--- config.mk ---
export PLATFORM = sky130hd
export DESIGN_NAME = mci_trace_top
export DESIGN_NICKNAME = d
export VERILOG_FILES = /design/src/mci_trace_pkg.sv /design/src/mci_trace_top.sv /design/src/trace_capture.sv /design/src/trace_reader.sv /design/src/trace_ring.sv
export SDC_FILE = /design/constraint.sdc
export NUM_CORES = 1
export LEC_CHECK = 0
export BUFFER_PORTS_ARGS = -buffer_cell sky130_fd_sc_hd__buf_4
export CORE_MARGIN = 3
export CORE_UTILIZATION = 35
export DETAILED_ROUTE_END_ITERATION = 7
export SLEW_MARGIN = 20
export SYNTH_ARGS = -nofsm -noshare
export SYNTH_HDL_FRONTEND = slang
export SYNTH_SLANG_ARGS = --single-unit
--- constraint.sdc ---
create_clock -name clk -period 9.9 [get_ports clk]
set_input_delay 1.98 -clock clk [delete_from_list [all_inputs] [get_ports clk]]
set_output_delay 1.98 -clock clk [all_outputs]
set_load 0.005 [all_outputs]
--- src/mci_trace_pkg.sv ---
// MCU instruction trace subsystem definitions
// Word width, readout commands, reader states and status word layout

package mci_trace_pkg;

    // Width of trace address, instruction word and readout data
    localparam int TRACE_WORD_W = 32;

    // Readout commands
    typedef enum logic [1:0] {
        CMD_READ_ADDR   = 2'b00,
        CMD_READ_INSN   = 2'b01,
        CMD_READ_STATUS = 2'b10,
        CMD_CLEAR       = 2'b11
    } trace_cmd_e;

    // Four-phase readout handshake states
    typedef enum logic [1:0] {
        RD_IDLE   = 2'b00,
        RD_LOOKUP = 2'b01,
        RD_ACK    = 2'b10
    } reader_state_e;

    // Status word layout
    //   [31]    wrapped flag
    //   [23:16] write pointer
    //   [15:0]  entry count
    // Remaining bits read as zero
    localparam int STATUS_WRAP_BIT = 31;
    localparam int STATUS_PTR_LSB  = 16;

endpackage

--- src/mci_trace_top.sv ---
// MCU instruction trace buffer
// Capture stage feeding a circular buffer, read back over a req/ack port
`timescale 1ns/1ns

module mci_trace_top
    import mci_trace_pkg::*;
#(
    parameter int TRACE_DEPTH = 8
) (
    input  logic                           clk,
    input  logic                           reset_i,

    // Core trace port
    input  logic                           debug_en_i,
    input  logic                           trace_valid_i,
    input  logic [TRACE_WORD_W-1:0]        trace_addr_i,
    input  logic [TRACE_WORD_W-1:0]        trace_insn_i,

    // Readout port
    input  logic                           rd_req_i,
    input  trace_cmd_e                     rd_cmd_i,
    input  logic [$clog2(TRACE_DEPTH)-1:0] rd_index_i,
    output logic                           rd_ack_o,
    output logic [TRACE_WORD_W-1:0]        rd_data_o
);

    localparam int IDX_W = $clog2(TRACE_DEPTH);

    logic                    wr_en;
    logic [TRACE_WORD_W-1:0] wr_addr;
    logic [TRACE_WORD_W-1:0] wr_insn;
    logic                    clear;
    logic [IDX_W-1:0]        ring_index;
    logic [TRACE_WORD_W-1:0] entry_addr;
    logic [TRACE_WORD_W-1:0] entry_insn;
    logic [IDX_W-1:0]        wr_ptr;
    logic                    wrapped;
    logic [IDX_W:0]          count;

    trace_capture i_trace_capture (
        .clk           (clk),
        .reset_i       (reset_i),
        .debug_en_i    (debug_en_i),
        .trace_valid_i (trace_valid_i),
        .trace_addr_i  (trace_addr_i),
        .trace_insn_i  (trace_insn_i),
        .wr_en_o       (wr_en),
        .wr_addr_o     (wr_addr),
        .wr_insn_o     (wr_insn)
    );

    trace_ring #(
        .TRACE_DEPTH (TRACE_DEPTH)
    ) i_trace_ring (
        .clk          (clk),
        .reset_i      (reset_i),
        .wr_en_i      (wr_en),
        .wr_addr_i    (wr_addr),
        .wr_insn_i    (wr_insn),
        .clear_i      (clear),
        .rd_index_i   (ring_index),
        .entry_addr_o (entry_addr),
        .entry_insn_o (entry_insn),
        .wr_ptr_o     (wr_ptr),
        .wrapped_o    (wrapped),
        .count_o      (count)
    );

    trace_reader #(
        .TRACE_DEPTH (TRACE_DEPTH)
    ) i_trace_reader (
        .clk          (clk),
        .reset_i      (reset_i),
        .rd_req_i     (rd_req_i),
        .rd_cmd_i     (rd_cmd_i),
        .rd_index_i   (rd_index_i),
        .rd_ack_o     (rd_ack_o),
        .rd_data_o    (rd_data_o),
        .entry_addr_i (entry_addr),
        .entry_insn_i (entry_insn),
        .wr_ptr_i     (wr_ptr),
        .wrapped_i    (wrapped),
        .count_i      (count),
        .rd_index_o   (ring_index),
        .clear_o      (clear)
    );

endmodule

--- src/trace_capture.sv ---
// Trace capture stage
// Keeps retired-instruction packets seen while debug is enabled
`timescale 1ns/1ns

module trace_capture
    import mci_trace_pkg::*;
(
    input  logic                    clk,
    input  logic                    reset_i,

    input  logic                    debug_en_i,
    input  logic                    trace_valid_i,
    input  logic [TRACE_WORD_W-1:0] trace_addr_i,
    input  logic [TRACE_WORD_W-1:0] trace_insn_i,

    // Write request to the ring
    output logic                    wr_en_o,
    output logic [TRACE_WORD_W-1:0] wr_addr_o,
    output logic [TRACE_WORD_W-1:0] wr_insn_o
);

    logic capture_en;

    // Packets outside debug never reach the buffer
    assign capture_en = trace_valid_i & debug_en_i;

    always_ff @(posedge clk) begin
        if (reset_i) begin
            wr_en_o <= 1'b0;
        end else begin
            wr_en_o <= capture_en;
        end
    end

    // Packet fields only load for kept packets
    always_ff @(posedge clk) begin
        if (capture_en) begin
            wr_addr_o <= trace_addr_i;
            wr_insn_o <= trace_insn_i;
        end
    end

endmodule

--- src/trace_reader.sv ---
// Trace readout responder
// Serves address, instruction, status and clear commands over four-phase req/ack
`timescale 1ns/1ns

module trace_reader
    import mci_trace_pkg::*;
#(
    parameter int TRACE_DEPTH = 8
) (
    input  logic                           clk,
    input  logic                           reset_i,

    // Requester side
    input  logic                           rd_req_i,
    input  trace_cmd_e                     rd_cmd_i,
    input  logic [$clog2(TRACE_DEPTH)-1:0] rd_index_i,
    output logic                           rd_ack_o,
    output logic [TRACE_WORD_W-1:0]        rd_data_o,

    // Ring side
    input  logic [TRACE_WORD_W-1:0]        entry_addr_i,
    input  logic [TRACE_WORD_W-1:0]        entry_insn_i,
    input  logic [$clog2(TRACE_DEPTH)-1:0] wr_ptr_i,
    input  logic                           wrapped_i,
    input  logic [$clog2(TRACE_DEPTH):0]   count_i,
    output logic [$clog2(TRACE_DEPTH)-1:0] rd_index_o,
    output logic                           clear_o
);

    localparam int IDX_W = $clog2(TRACE_DEPTH);

    reader_state_e           state_q;
    trace_cmd_e              cmd_q;
    logic [IDX_W-1:0]        index_q;
    logic [TRACE_WORD_W-1:0] status_word;
    logic [TRACE_WORD_W-1:0] rsp_data;

    // Pack wrap flag, pointer and count
    always_comb begin
        status_word = '0;
        status_word[STATUS_WRAP_BIT] = wrapped_i;
        status_word[STATUS_PTR_LSB +: IDX_W] = wr_ptr_i;
        status_word[IDX_W:0] = count_i;
    end

    always_comb begin
        case (cmd_q)
            CMD_READ_ADDR:   rsp_data = entry_addr_i;
            CMD_READ_INSN:   rsp_data = entry_insn_i;
            CMD_READ_STATUS: rsp_data = status_word;
            default:         rsp_data = '0;
        endcase
    end

    // Command and index are taken on the first sample of req
    always_ff @(posedge clk) begin
        if (reset_i) begin
            cmd_q   <= CMD_READ_ADDR;
            index_q <= '0;
        end else if (state_q == RD_IDLE && rd_req_i) begin
            cmd_q   <= rd_cmd_i;
            index_q <= rd_index_i;
        end
    end

    always_ff @(posedge clk) begin
        if (reset_i) begin
            state_q   <= RD_IDLE;
            rd_ack_o  <= 1'b0;
            rd_data_o <= '0;
        end else begin
            case (state_q)
                RD_IDLE: begin
                    if (rd_req_i) begin
                        state_q <= RD_LOOKUP;
                    end
                end
                RD_LOOKUP: begin
                    rd_data_o <= rsp_data;
                    rd_ack_o  <= 1'b1;
                    state_q   <= RD_ACK;
                end
                RD_ACK: begin
                    // Hold ack until the requester drops req
                    if (!rd_req_i) begin
                        rd_ack_o <= 1'b0;
                        state_q  <= RD_IDLE;
                    end
                end
                default: state_q <= RD_IDLE;
            endcase
        end
    end

    assign rd_index_o = index_q;
    // Lookup lasts one cycle, so this is a single-cycle strobe
    assign clear_o = (state_q == RD_LOOKUP) && (cmd_q == CMD_CLEAR);

endmodule

--- src/trace_ring.sv ---
// Circular trace entry storage
// Newest packet overwrites the oldest once full; tracks pointer, wrap and count
`timescale 1ns/1ns

module trace_ring
    import mci_trace_pkg::*;
#(
    parameter int TRACE_DEPTH = 8
) (
    input  logic                          clk,
    input  logic                          reset_i,

    // Write side from capture
    input  logic                          wr_en_i,
    input  logic [TRACE_WORD_W-1:0]       wr_addr_i,
    input  logic [TRACE_WORD_W-1:0]       wr_insn_i,

    // Control and lookup from reader
    input  logic                          clear_i,
    input  logic [$clog2(TRACE_DEPTH)-1:0] rd_index_i,

    output logic [TRACE_WORD_W-1:0]       entry_addr_o,
    output logic [TRACE_WORD_W-1:0]       entry_insn_o,
    output logic [$clog2(TRACE_DEPTH)-1:0] wr_ptr_o,
    output logic                          wrapped_o,
    output logic [$clog2(TRACE_DEPTH):0]  count_o
);

    localparam int IDX_W = $clog2(TRACE_DEPTH);
    localparam logic [IDX_W:0] FULL_COUNT = (IDX_W+1)'(TRACE_DEPTH);

    logic [TRACE_WORD_W-1:0] addr_mem [TRACE_DEPTH];
    logic [TRACE_WORD_W-1:0] insn_mem [TRACE_DEPTH];
    logic [IDX_W-1:0]        wr_ptr_q;
    logic                    wrapped_q;
    logic                    do_write;

    // Clear wins over a same-cycle write
    assign do_write = wr_en_i & ~clear_i;

    always_ff @(posedge clk) begin
        if (reset_i || clear_i) begin
            wr_ptr_q  <= '0;
            wrapped_q <= 1'b0;
        end else if (wr_en_i) begin
            wr_ptr_q <= wr_ptr_q + 1'b1;
            // Last slot written, pointer rolls over to zero
            if (&wr_ptr_q) begin
                wrapped_q <= 1'b1;
            end
        end
    end

    // Entries survive a clear; only the bookkeeping is reset
    always_ff @(posedge clk) begin
        if (do_write) begin
            addr_mem[wr_ptr_q] <= wr_addr_i;
            insn_mem[wr_ptr_q] <= wr_insn_i;
        end
    end

    assign entry_addr_o = addr_mem[rd_index_i];
    assign entry_insn_o = insn_mem[rd_index_i];

    assign wr_ptr_o  = wr_ptr_q;
    assign wrapped_o = wrapped_q;
    // Pointer doubles as count until the first wrap
    assign count_o   = wrapped_q ? FULL_COUNT : {1'b0, wr_ptr_q};

endmodule

-- Word-level counts from Yosys, hierarchy flattened
Memory sizes are Yosys's and may differ from the RTL's. A register that Yosys moved wholly into a read port is not among the register bits.
Index checks and enable logic that the tools add are counted.
- $add $sub $neg: 1
- multiply operators: 0
- divide/modulo/power cells: 0
- $lt $le $gt $ge: 0
- eq/ne operators: 7
- shift-type cells: 0
- multiplexer cells: 13
- bitwise logic cells: 3
- reductions and logical operators: 9
- operator list (cell ; count):
    $pmux W32 S3 ; 1
    $mux W3 ; 4
    $eq A2 B2 Y1 const B ; 3
    $pmux W2 S3 ; 1
    $eq A2 B1 Y1 const B ; 2
    $logic_not A2 Y1 ; 2
    $mux W2 ; 2
    $mux W4 ; 1
    $ne A2 B2 Y1 const B ; 2
    $reduce_and A2 Y1 ; 2
    $reduce_and A4 Y1 ; 1
    $add A3 B1 Y3 const B ; 1
    $mux W1 ; 3
    $and A1 B1 Y1 ; 2
    $logic_and A1 B1 Y1 ; 2
    $pmux W1 S2 ; 1
    $reduce_bool A2 Y1 ; 1
    $logic_or A1 B1 Y1 ; 1
    $not A1 Y1 ; 1
- register bits after elaboration: 109
- latch bits: 0
- bits in writable memories: 512
- memory bits (read-only): 0
- output and inout port bits: 33
- memories: 2
- memories (memory ; depth ; bits a word ; read ports ; clocked after memory_dff ; write ports ; line ; text):
    i_trace_ring.addr_mem ; 8 ; 32 ; 1 ; 1 ; 1 ; trace_ring.sv:32 ; logic [TRACE_WORD_W-1:0] addr_mem [TRACE_DEPTH];
    i_trace_ring.insn_mem ; 8 ; 32 ; 1 ; 1 ; 1 ; trace_ring.sv:33 ; logic [TRACE_WORD_W-1:0] insn_mem [TRACE_DEPTH];

-- Depth between registers and ports, before layout
- depth in word-level cells: 6
- depth in mapped cells: 8
- depth with buffers taken out: 5

-- Hierarchy
A second synthesis with hierarchy kept.
- cells, all modules: 1026
- area, all modules: 23288.6 um2
- by module, submodules not included (module ; instances ; cells each ; area an instance (um2) ; seq. area each (um2)):
    trace_ring ; 1 ; 774 ; 19472.4 ; 15454.8
    trace_capture ; 1 ; 67 ; 1956.9 ; 1941.9
    trace_reader ; 1 ; 185 ; 1859.3 ; 800.8

-- Worst setup path after synthesis
OpenSTA, ideal clock, no wires.
- path kind: register to register
- start: reg i_trace_reader.state_q[0]
- end: mem i_trace_ring.addr_mem[1][0] (enable)
- data arrival time: 5.261 ns
- required time: 9.335 ns
- setup slack: 4.075 ns
- stages on the path, launching flop included: 6
- buffers on the path: 1
- cell sequence: dfxtp_1 nor2b_1 clkbuf_1 nand3_1 nand3_1 nor3_1
- longest elaborated chain between the ends: 6
- RTL lines (item ; line ; text):
    start: declaration ; trace_reader.sv:32 ; reader_state_e state_q;
    start signal: assignment ; trace_reader.sv:68 ; state_q <= RD_IDLE;
    start signal: assignment ; trace_reader.sv:75 ; state_q <= RD_LOOKUP;
    start signal: assignment ; trace_reader.sv:81 ; state_q <= RD_ACK;
    $eq A2 B1 Y1 ; trace_reader.sv:97 ; assign clear_o = (state_q == RD_LOOKUP) && (cmd_q == CMD_CLEAR);
    $logic_and A1 B1 Y1 ; trace_reader.sv:97 ;
    $not A1 Y1 ; trace_ring.sv:39 ; assign do_write = wr_en_i & ~clear_i;
    $and A1 B1 Y1 ; trace_ring.sv:39 ;
    $mux W1 ; trace_ring.sv:56 ; if (do_write) begin
    $mux W1 (not written as such) ; trace_ring.sv:57 ; addr_mem[wr_ptr_q] <= wr_addr_i;
    end: declaration ; trace_ring.sv:32 ;
No other way between the ends.

==> summary.md <==
| Metric | Value |
|---|---|
| Outcome | finished clean |
| Row count | 94 |
| Largest net degree at the start of global routing | ~130 |
| FF+latch count, synth | between 600 and 700 |
| Async S/R FF share, synth | 0% |
| Worst rel slew slack | about 29% |
| Die area | ~0.070 mm2 |
| Post-Synthesis Cells | 1202 |
| Largest area contributor in the netlist | edfxtp_1 |
| Max Freq | roughly 0.27 GHz |
| Fin util | about two fifths |
| Sinks on Clock Net | between 600 and 700 |
| Mapped Nets | between 1000 and 1500 |
| # resized after CTS | 0 |
| Hold-fix buffers, CTS | 0 |
| Post-synth EDFFs | 576 |
| Antenna-violating nets left | 0 |
| Fin crit share | approximately 37% |
| CTS tree | done |
| Critical path fanouts, max | 130 |
| Die X | between 200 and 300 um |
| Worst skew pair latency | between 0.6 and 0.7 ns |
| Class of the worst hold path | flip-flop to flip-flop |
| Measured slew at the worst slew-check pin | 1.06 ns |
| GR Util All Layers | about 15% |
| Total CTS buffers | 58 |
| Worst path required time | between 10 and 15 ns |
| Pleak | roughly 8.5 nW |
| Starting Density | between 30% and 40% |
| Maximum vdd drop | approximately 0.00016 V |
| RSZ-0062 raised after global routing | false |
| Ys flop type | edfxtp_1 |
| Vias in the first global route | around 12000 |
| Hold Violations, Final | 0 |
| Global route total overflow | 0 |
| DP HPWL | 28700 um |
| Synthesized area | around 0.023 mm2 |
| GP Congestion | between 0.7 and 0.8 |
| Worst R2R Setup Slack | roughly 6.2 ns |
| Global-route wire length before repair | 77100 um |
| Yosys Warn Count | 0 |
| Antenna violations before repair | 1 |
| DR pass1 iterations | 5 |
| CP Launch Type | flip-flop |
| Post-layout min period | ~3.7 ns |
| PortBufs | between 100 and 150 |
| Sequential cell area fraction in the yosys report | approximately 78% |
| Vias per cell | between 5 and 6 |
| Post-synthesis cell type count | 41 |
| Final setup fails | 0 |
| Cells on worst reg2reg path | 7 |
| Area growth syn-to-layout | 16.0% |
| Root Buffer | clkbuf_16 |
| Worst slack, placed | between 6 and 7 ns |
| Wire length per cell | around 23 um |
| PwrDens | just over 200 mW/mm2 |
| Post-Route WL | 52100 um |
| Post-CTS Setup Bufs | 0 |
| Layout cells sized above 1 | about 28% |
| I/O pins | about 110 |
| Max-cap viol count | 0 |
| CTS H-tree lvls | 2 |
| Die Ht | 264 um |
| Syn Area/Cell | 19.4 um2 |
| CORE AREA | 0.0660 mm2 |
| Crit end category | flip-flop |
| DRT iter0 DRCs | between 800 and 900 |
| Clock slew at reported path FFs | 0.06 ns |
| DR vias | roughly 11000 |
| DRC violations left | 0 |
| Setup ws final | just over 6 ns |
| Yosys top cell area share | between 70% and 80% |
| CP arrival | 4.15 ns |
| Final worst clock skew | 0.0281 ns |
| Slew Limit Fails | 0 |
| Final nets | around 1400 |
| CTS max path bufs | 3 |
| Hold path cells | 1 |
| Final setup TNS | 0 ns |
| Critical path class | flip-flop to flip-flop |
| Largest cells by area after synthesis | edfxtp_1, mux4_2, dfxtp_1 |
| Design Power | 5.54 mW |
| Antenna Cells | 0 |
-- worst paths after layout --
path / from / to
max: flip-flop / i_trace_reader.rd_data_o[1]
min: i_trace_reader.rd_data_o[9] / i_trace_reader.rd_data_o[9]
max reg2reg: flip-flop / i_trace_reader.rd_data_o[1]
min reg2reg: i_trace_reader.rd_data_o[9] / i_trace_reader.rd_data_o[9]
-- report_power, final --
group / internal, mW / total (mW) / switching [mW] / leakage (nW)
clock network: 1.33 / 2.28 / 0.943 / 0.976
logic: 0.127 / 0.275 / 0.148 / 1.95
registers: 2.93 / 2.99 / 0.0610 / 5.61
total: 4.39 / 5.54 / 1.15 / 8.54
-- registers in the layout (all words and copies together), names as in the netlist, named ones only --
name and cells:
i_trace_capture.wr_insn_o 32, i_trace_ring.wrapped_o 1, i_trace_ring.wr_ptr_o 3, i_trace_reader.cmd_q 2, i_trace_capture.wr_en_o 1, i_trace_reader.rd_ack_o 1
i_trace_reader.rd_data_o 32, i_trace_ring.addr_mem 256, i_trace_reader.rd_index_o 3, i_trace_capture.wr_addr_o 32, i_trace_ring.insn_mem 256, i_trace_reader.state_q 2
-- cells by family (layout without fill, tap and decap cells) --
family	count (synthesis)	in the layout	share of synthesized area, %
muxes	223	223	13.2
buffers and inverters	65	237	1.53
DFF	624	624	78.2
adders and majority gates	1	1	0.0536
xor gates and xnor gates	2	2	0.0750
and+or+nand+nor	156	156	3.17
AOI/OAI and AO/OA	131	131	3.85
-- layer usage --
metal	track usage [%]	routed length, um	up-vias
met5	0	9	-
met4	3.76	1100	2
met3	3.00	3290	70
met2	23.9	24900	335
met1	20.4	22800	5969
li1	-	-	5098
-- cells in the mapped netlist, types with 2 or more instances --
cell type  instances
or2_2              2
clkbuf_1          25
buf_2             13
a221oi_1           3
a211oi_1          14
nor3_1            45
buf_4             12
nand3b_1           2
nand3_1            6
a31oi_1           11
nand2b_1           8
mux2_2            82
a2111oi_0          8
a221o_1            9
mux2i_1           82
nor2_1            61
nor2b_1           15
o22ai_1           36
buf_1              8
a21oi_1           14
a22oi_1            8
buf_6              7
mux4_2            59
o21bai_1          10
dfxtp_1           48
o21ai_0           12
edfxtp_1         576
nand2_1           13
-- placed cells by master, fill, tap and decap left out, types with 9 or more instances in the layout --
cell	instances
nor3_1	43
clkinv_2	9
a31oi_1	11
o21bai_1	10
buf_4	126
nor2b_1	14
edfxtp_1	576
a211oi_1	14
a221o_1	9
mux2i_1	82
clkbuf_8	16
mux4_2	59
dfxtp_1	45
mux2_2	82
nand2_1	12
o21ai_0	12
a21oi_1	14
o22ai_1	36
clkbuf_16	58
clkbuf_1	16
nor2_1	55
-- stage by stage --
step / hold slack [ns] / area, um2 / cells
2_1_floorplan: 0.460 / 23400 / 1202
3_3_place_gp: 0.471 / 25100 / 2128
3_5_place_dp: 0.485 / 25100 / 2128
4_1_cts: 0.500 / 27100 / 2238
5_1_grt: 0.506 / 27100 / 2238
6_report: 0.494 / 27100 / 2238
-- worst max-delay path, cell delays in order, from the launching register on --
cell       delay (ns)
dfxtp_4          0.72
buf_4            0.70
buf_12           0.60
mux4_2           0.60
mux2i_1          0.15
nor2_1           0.07
a2111oi_0        0.47
nor3_1           0.10
-- cell type report --
type	count	area [um2]
Fill cell	5795	38900
Sequential cell	624	18300
Multi-Input combinational cell	513	4810
Clock buffer	90	1730
Tap cell	864	1080
Timing Repair Buffer	127	966
Clock inverter	20	249
(Power assumes the default switching activity.)
